`src/common/mono_video_pkg.sv`:
```
`default_nettype none

// shared widths, bus slot encoding and timing constants for the mono video card
package mono_video_pkg;

	// ----------------------------------------------------------------------
	// memory side widths
	// ----------------------------------------------------------------------

	// word address into the shared framebuffer
	localparam int addr_w = 23;
	// one video read returns four 16 bit lanes
	localparam int data_w = 64;

	// ----------------------------------------------------------------------
	// bus rotation
	// ----------------------------------------------------------------------

	// pixel clock step inside one bus slot
	typedef logic [3:0] step_t;
	localparam step_t step_first = 4'h0;
	localparam step_t step_last = 4'hf;

	// owner of the current bus slot, four slots per rotation
	typedef enum logic [1:0] {
		slot_shifter = 2'd0,
		slot_cpu_a = 2'd1,
		slot_video = 2'd2,
		slot_cpu_b = 2'd3
	} bus_slot_e;

	// slot owner in the upper two bits, step below
	localparam int slot_code_w = 6;

	function automatic logic [slot_code_w-1:0] slot_code_of(bus_slot_e slot, step_t step);
		return {slot, step};
	endfunction

	// left back porch, long enough for the first word to reach the shifter
	localparam int h_prefetch = 32;

endpackage

`default_nettype wire

```
`src/design/bus_phase.sv`:
```
`default_nettype none

module bus_phase (
	input logic pclk,
	input logic rst_n,
	input logic bclk,
	input mono_video_pkg::bus_slot_e bus_cycle,
	output logic [mono_video_pkg::slot_code_w-1:0] slot_code
);
	import mono_video_pkg::*;

	// pixel clock step within the current bus slot
	step_t step;
	// step counter may move on this pclk
	logic advance;

	// ----------------------------------------------------------------------
	// phase lock to the bus clock
	// ----------------------------------------------------------------------

	// free running except at the wrap
	// step 15 waits for the low half of bclk
	// step 0 waits for the high half, so 0 sits right after the bclk rise
	always_comb begin
		advance = 1'b1;
		if ((step == step_last) && bclk) begin
			advance = 1'b0;
		end
		if ((step == step_first) && !bclk) begin
			advance = 1'b0;
		end
	end

	always_ff @(posedge pclk) begin
		if (!rst_n) begin
			step <= step_first;
		end else if (advance) begin
			step <= step + 4'd1;
		end
	end

	// ----------------------------------------------------------------------
	// combined slot code
	// ----------------------------------------------------------------------

	// bus slot and step registered together on the rising edge
	// so every consumer sees one stable code per pclk
	// this code lags the raw pair by one pclk
	always_ff @(posedge pclk) begin
		if (!rst_n) begin
			slot_code <= '0;
		end else begin
			slot_code <= slot_code_of(bus_cycle, step);
		end
	end

endmodule

`default_nettype wire

```
`src/design/mono_video_top.sv`:
```
`default_nettype none

module mono_video_top #(
	parameter int h_active = 1280,
	parameter int h_fp = 88,
	parameter int h_sync = 136,
	parameter int h_bp2 = 192,
	parameter int v_active = 1024,
	parameter int v_fp = 9,
	parameter int v_sync = 4,
	parameter int v_bp = 9,
	parameter logic [mono_video_pkg::addr_w-1:0] base_addr = 23'h600000
) (
	input logic pclk,
	input logic rst_n,
	input logic bclk,
	input mono_video_pkg::bus_slot_e bus_cycle,
	output logic [mono_video_pkg::addr_w-1:0] addr,
	output logic read,
	input logic [mono_video_pkg::data_w-1:0] data,
	output logic hs,
	output logic vs,
	output logic de,
	output logic [5:0] r,
	output logic [5:0] g,
	output logic [5:0] b
);
	import mono_video_pkg::*;

	// registered bus slot and step
	logic [slot_code_w-1:0] slot_code;
	// memory enable from the raster
	logic fetch_en;
	// last line but one
	logic frame_end_next;

	// ----------------------------------------------------------------------
	// blocks
	// ----------------------------------------------------------------------

	bus_phase u_bus_phase (
		.pclk(pclk),
		.rst_n(rst_n),
		.bclk(bclk),
		.bus_cycle(bus_cycle),
		.slot_code(slot_code)
	);

	raster_timing #(
		.h_active(h_active),
		.h_fp(h_fp),
		.h_sync(h_sync),
		.h_bp2(h_bp2),
		.v_active(v_active),
		.v_fp(v_fp),
		.v_sync(v_sync),
		.v_bp(v_bp)
	) u_raster_timing (
		.pclk(pclk),
		.rst_n(rst_n),
		.slot_code(slot_code),
		.hs(hs),
		.vs(vs),
		.de(de),
		.fetch_en(fetch_en),
		.frame_end_next(frame_end_next)
	);

	pixel_fetch #(
		.base_addr(base_addr)
	) u_pixel_fetch (
		.pclk(pclk),
		.rst_n(rst_n),
		.slot_code(slot_code),
		.bus_cycle(bus_cycle),
		.fetch_en(fetch_en),
		.de(de),
		.frame_end_next(frame_end_next),
		.data(data),
		.addr(addr),
		.read(read),
		.r(r),
		.g(g),
		.b(b)
	);

endmodule

`default_nettype wire

```
`src/design/pixel_fetch.sv`:
```
`default_nettype none

module pixel_fetch #(
	parameter logic [mono_video_pkg::addr_w-1:0] base_addr = 23'h600000
) (
	input logic pclk,
	input logic rst_n,
	input logic [mono_video_pkg::slot_code_w-1:0] slot_code,
	input mono_video_pkg::bus_slot_e bus_cycle,
	input logic fetch_en,
	input logic de,
	input logic frame_end_next,
	input logic [mono_video_pkg::data_w-1:0] data,
	output logic [mono_video_pkg::addr_w-1:0] addr,
	output logic read,
	output logic [5:0] r,
	output logic [5:0] g,
	output logic [5:0] b
);
	import mono_video_pkg::*;

	// memory holds the word valid up to the end of the video slot
	localparam logic [slot_code_w-1:0] code_latch = slot_code_of(slot_video, step_last);
	// first step after the read
	localparam logic [slot_code_w-1:0] code_advance = slot_code_of(slot_cpu_b, step_first);
	// word moves on to the shifter one slot later, just before its first pixel
	localparam logic [slot_code_w-1:0] code_load = slot_code_of(slot_cpu_b, step_last);

	logic [data_w-1:0] data_reorder;
	logic [data_w-1:0] input_latch;
	logic [data_w-1:0] shift_reg;
	logic pix;

	// strobe straight from the bus slot and the memory enable
	assign read = (bus_cycle == slot_video) && fetch_en;

	// ----------------------------------------------------------------------
	// address
	// ----------------------------------------------------------------------

	// one read is four 16 bit words
	always_ff @(posedge pclk) begin
		if (!rst_n) begin
			addr <= base_addr;
		end else if (frame_end_next) begin
			// rewound during the second to last line, well before line 0
			addr <= base_addr;
		end else if (fetch_en && (slot_code == code_advance)) begin
			addr <= addr + addr_w'(4);
		end
	end

	// ----------------------------------------------------------------------
	// input latch and shifter
	// ----------------------------------------------------------------------

	// lane 0 goes to the top so it is shifted out first
	assign data_reorder = {data[15:0], data[31:16], data[47:32], data[63:48]};

	always_ff @(posedge pclk) begin
		if (fetch_en && (slot_code == code_latch)) begin
			input_latch <= data_reorder;
		end
	end

	// 64 pixels per word, one per pclk, msb first
	always_ff @(posedge pclk) begin
		if (slot_code == code_load) begin
			shift_reg <= input_latch;
		end else begin
			shift_reg <= {shift_reg[data_w-2:0], 1'b0};
		end
	end

	// a set bit is a black pixel
	// blanked outside the display window
	assign pix = de && !shift_reg[data_w-1];

	// same level on every colour bit
	assign r = {6{pix}};
	assign g = {6{pix}};
	assign b = {6{pix}};

endmodule

`default_nettype wire

```
`src/design/raster_timing.sv`:
```
`default_nettype none

module raster_timing #(
	parameter int h_active = 1280,
	parameter int h_fp = 88,
	parameter int h_sync = 136,
	parameter int h_bp2 = 192,
	parameter int v_active = 1024,
	parameter int v_fp = 9,
	parameter int v_sync = 4,
	parameter int v_bp = 9
) (
	input logic pclk,
	input logic rst_n,
	input logic [mono_video_pkg::slot_code_w-1:0] slot_code,
	output logic hs,
	output logic vs,
	output logic de,
	output logic fetch_en,
	output logic frame_end_next
);
	import mono_video_pkg::*;

	// line is prefetch | active | front porch | sync | back porch
	// total must be a multiple of 64 so each line starts on the video slot
	localparam int h_total = h_prefetch + h_active + h_fp + h_sync + h_bp2;
	localparam int v_total = v_active + v_fp + v_sync + v_bp;
	localparam int h_w = $clog2(h_total);
	localparam int v_w = $clog2(v_total);

	localparam logic [h_w-1:0] h_last = h_w'(h_total - 1);
	localparam logic [h_w-1:0] h_de_start = h_w'(h_prefetch);
	localparam logic [h_w-1:0] h_de_end = h_w'(h_prefetch + h_active);
	localparam logic [h_w-1:0] h_hs_start = h_w'(h_prefetch + h_active + h_fp);
	localparam logic [h_w-1:0] h_hs_end = h_w'(h_prefetch + h_active + h_fp + h_sync);
	// end of the video slot in the last 64 pixel block of the active area
	localparam logic [h_w-1:0] h_fetch_stop = h_w'(h_active - 64 + 16);

	localparam logic [v_w-1:0] v_last = v_w'(v_total - 1);
	localparam logic [v_w-1:0] v_act_end = v_w'(v_active);
	localparam logic [v_w-1:0] v_vs_start = v_w'(v_active + v_fp);
	localparam logic [v_w-1:0] v_vs_end = v_w'(v_active + v_fp + v_sync);
	localparam logic [v_w-1:0] v_pre_last = v_w'(v_total - 2);

	// last step of the cpu slot just before the video slot
	localparam logic [slot_code_w-1:0] code_line_start = slot_code_of(slot_cpu_a, step_last);

	logic [h_w-1:0] h_cnt;
	logic [v_w-1:0] v_cnt;
	logic line_end;
	logic line_wrap;
	logic v_act;

	assign line_end = (h_cnt == h_last);
	assign line_wrap = line_end && (slot_code == code_line_start);
	assign v_act = (v_cnt < v_act_end);

	// ----------------------------------------------------------------------
	// counters
	// ----------------------------------------------------------------------

	// h_cnt parks on its last value until the bus rotation catches up
	// so h_cnt 0 always meets video slot step 0
	always_ff @(posedge pclk) begin
		if (!rst_n) begin
			h_cnt <= '0;
			v_cnt <= '0;
		end else if (line_end) begin
			if (line_wrap) begin
				h_cnt <= '0;
				v_cnt <= (v_cnt == v_last) ? '0 : v_cnt + v_w'(1);
			end
		end else begin
			h_cnt <= h_cnt + h_w'(1);
		end
	end

	// memory enable, one pclk behind the count it decodes
	// opens at h_cnt 1 and closes after the last video slot of the line
	// so the raw bus slot may lead the code by a pclk without a stray strobe
	always_ff @(posedge pclk) begin
		if (!rst_n) begin
			fetch_en <= 1'b0;
		end else begin
			fetch_en <= v_act && (h_cnt < h_fetch_stop);
		end
	end

	// ----------------------------------------------------------------------
	// decoded outputs
	// ----------------------------------------------------------------------

	// syncs are active low
	assign hs = !((h_cnt >= h_hs_start) && (h_cnt < h_hs_end));
	assign vs = !((v_cnt >= v_vs_start) && (v_cnt < v_vs_end));
	assign de = v_act && (h_cnt >= h_de_start) && (h_cnt < h_de_end);

	// second to last line, time to rewind the address
	assign frame_end_next = (v_cnt == v_pre_last);

endmodule

`default_nettype wire
```
`config.mk`:
```
export PLATFORM = sky130hd
export DESIGN_NAME = mono_video_top
export DESIGN_NICKNAME = d
export VERILOG_FILES = /design/src/common/mono_video_pkg.sv /design/src/design/bus_phase.sv /design/src/design/mono_video_top.sv /design/src/design/pixel_fetch.sv /design/src/design/raster_timing.sv
export SDC_FILE = /design/constraint.sdc
export NUM_CORES = 1
export LEC_CHECK = 0
export BUFFER_PORTS_ARGS = -buffer_cell sky130_fd_sc_hd__clkbuf_2
export CAP_MARGIN = 0
export CORE_ASPECT_RATIO = 1.25
export CORE_MARGIN = 2
export CORE_UTILIZATION = 50
export CTS_CLUSTER_SIZE = 12
export DETAILED_ROUTE_END_ITERATION = 10
export PLACE_DENSITY = 0.75
export SLEW_MARGIN = 20
export SYNTH_ARGS = -nofsm -noshare
export SYNTH_HDL_FRONTEND = slang
export SYNTH_HIERARCHICAL = 1
export SYNTH_SLANG_ARGS = --single-unit
```
`constraint.sdc`:
```
create_clock -name pclk -period 2.7 [get_ports pclk]
set_input_delay 0.135 -clock pclk [delete_from_list [all_inputs] [get_ports pclk]]
set_output_delay 0.135 -clock pclk [all_outputs]
set_load 0.02 [all_outputs]
```
==> impl_metrics.json <==
{
  "synth_area_sq_mm": 0.00693,
  "cts_tree": "built",
  "area_growth_pct": 26.6,
  "synth_edf_count": 64,
  "slew_violations": 0,
  "fin_util": 0.641,
  "num_vias": 4926,
  "syn_inst": 566,
  "antenna_cells": 0,
  "grt_antenna_before_repair": 0,
  "yosys.cell_types.count": 53,
  "clkTransAtPathRegs_ps": 70,
  "cts_buffers": 17,
  "post_drt_wl_per_cell_um": 16.1,
  "yosys_register_bits": 182,
  "grt_setup_unrepaired": "no",
  "outcome": "completed",
  "synthSimpleGateAreaFrac": 0.141,
  "cts-root-buf": "clkbuf_16",
  "synthXorXnorAreaFrac": 0.0126,
  "power_frac_clock": 0.421,
  "synthAdderAreaFrac": 0.0144,
  "start_kind": "register",
  "synthArstFlopShare": 0,
  "layout.cells.most_common": "dfxtp_1",
  "grt_start_max_net_pins": 65,
  "setup_viol": 0,
  "maxCapViolCount": 0,
  "clock_sinks": 182,
  "swShare": 0.224,
  "initial_utilization": 0.506,
  "worstPathCellList": "or3_1, a21o_1, a211oi_1, nor2b_4, buf_12, clkbuf_2",
  "cpPeakStageDelay_ps": 420,
  "avgSynthCellArea_sq_um": 12.2,
  "final.setup.tns_ps": 0,
  "min_period_ps": 2570,
  "drive_above_1_share": 0.303,
  "stdcell_count": 914,
  "cp.required_ps": 2570,
  "wl_um": 14700,
  "slew_headroom": 0.493,
  "drtAntennaViolNets": 0,
  "coreArea_sq_mm": 0.0137,
  "ys_warn_count": 6,
  "layout_common_cells": "dfxtp_1, clkbuf_2, dlygate4sd3_1",
  "p_seq_frac": 0.533,
  "grtUsageTotal": 0.207,
  "grt_pass1_wl_um": 23500,
  "fmax_ghz": 0.389,
  "slowest_stage": "dfxtp_1",
  "htreeDepth": 4,
  "dpl.hpwl_um": 8650,
  "synth_compound_area_frac": 0.0630,
  "clk_latency_ps": 420,
  "synth_top_area_frac": 0.341,
  "internal_power_w": 0.00421,
  "drtPass1Iterations": 5,
  "std_cell_rows": 48,
  "period_share": 0.951,
  "synth_flop_cell": "dfxtp_1",
  "drt_iter0_markers": 291,
  "fin_nets": 803,
  "crit_type": "register to primary output",
  "yosys.area.top_type": "dfxtp_1",
  "clk_path_buf_depth": 2,
  "power_density_mw_per_mm2": 617,
  "io_buffer_count": 111,
  "die-area_sq_mm": 0.0148,
  "ys_top_cells_by_area": "dfxtp_1, edfxtp_1, mux2_2",
  "die_w_um": 109,
  "hp-class": "primary input to register",
  "io_pins": 114,
  "cp_max_fo": 18,
  "peakVddDrop_mv": 0.538,
  "place_inst": 815,
  "pwr-share-comb": 0.046,
  "finalHoldViolations": 0,
  "grt_pass1_vias": 4923,
  "skew_ps": 9.70,
  "arrival_ps": 2430,
  "via_per_inst": 5.39,
  "gr-total-overflow": 0,
  "die-height_um": 136,
  "worst_slew_pin_slew_ps": 761,
  "gp_congestion": 0.864,
  "critPathCaptureType": "primary output",
  "synth_top_family_by_area": "simple AND/OR/NAND/NOR gates",
  "p_leak_nw": 3.47,
  "drc": 0,
  "p_switching_w": 0.00121,
  "synth_mux_area_frac": 0.105,
  "yosysSeqAreaShare": 0.618
}
## cell families after synthesis
| family | count (synthesis) |
|---|---|
| muxes | 65 |
| DFF | 182 |
| xor gates and xnor gates | 10 |
| buffers and inverters | 61 |
| AOI/OAI and AO/OA | 69 |
| other | 1 |
| adders and majority gates | 8 |
| and+or+nand+nor | 170 |
## power by group through the flow
stage,sequential [W],clock [W],combinational (W)
2_1_floorplan,0.00294,0,0.0000950
3_3_place_gp,0.00295,0,0.000158
3_5_place_dp,0.00295,0,0.000167
4_1_cts,0.00289,0.00232,0.000242
5_1_grt,0.00289,0.00244,0.000271
6_report,0.00289,0.00228,0.000247
## synthesized netlist by cell type (2+ instances only)
cell and number:
a211oi_1 11, a21oi_1 21, a41oi_1 2, and2_1 4, and3_1 4, and4_1 5, buf_2 2, buf_4 20
clkbuf_1 20, clkbuf_2 2, dfxtp_1 118, edfxtp_1 64, ha_1 8, inv_1 17, mux2_2 64, nand2_1 34
nand2b_1 5, nand3_1 21, nand4_1 13, nand4b_1 4, nor2_1 24, nor2b_1 3, nor3_1 5, nor4_1 7
o21ai_0 12, o22ai_1 6, o31ai_1 6, o32ai_1 3, or2_2 2, or3_1 14, or3b_2 2, or4_1 13
or4b_2 2, xnor2_1 9
## worst paths after layout
kind                                          from                                    end  slack [ps]  depth (start not counted)
min                                           bclk       u_bus_phase/step[2]$_SDFFE_PN0P_          60                          3
max reg2reg  u_raster_timing/h_cnt[1]$_SDFFE_PN0P_  u_raster_timing/v_cnt[6]$_SDFFE_PN0P_         340                          5
max          u_raster_timing/h_cnt[6]$_SDFFE_PN0P_                                   r[0]         130                          6
min reg2reg    u_pixel_fetch/shift_reg[46]$_DFF_P_    u_pixel_fetch/shift_reg[47]$_DFF_P_         450                          1
## critical path, delay by kind of cell, from the launching register on
| kind | cells | cell delay, ps |
|---|---|---|
| AOI/OAI and AO/OA | 2 | 600 |
| buffers and inverters | 2 | 310 |
| DFF | 1 | 420 |
| and+or+nand+nor | 2 | 680 |
## cell type report
cell class	count	area, sq um
fill	1014	4920
sequential	182	4280
multi-input combinational	324	2350
timing repair buffer	184	1310
clock buffer	18	429
tap	175	219
clock inverter	14	120
inverter	17	63.8
## per-stage QoR
step                      hold WS, ps  worst slack (ps)  area [sq um]  total power (W)
final                            61.1               132          8780          0.00542
after CTS                        51.6              37.5          8760          0.00545
after floorplan                   234               151          6940          0.00304
after detailed placement          314               358          7540          0.00312
after global routing             90.8              22.8          8780          0.00560
after global placement            312               443          7540          0.00310
## metal layers
layer | global-route usage | share of wire | up-vias
met1 | 0.238 | 0.39 | 2348
met3 | 0.0495 | 0.050 | 22
met2 | 0.376 | 0.54 | 175
li1 | - | - | 2381
met5 | 0 | 0 | -
met4 | 0.0654 | 0.015 | 0
## what timing repair did
action                     CTS  global route
buffers inserted             0             1
hold buffers                66             0
setup endpoints to repair   18            18
hold endpoints to repair    66             0
resized for setup            1             0
No activity file was read; power rests on OpenSTA's default activity.
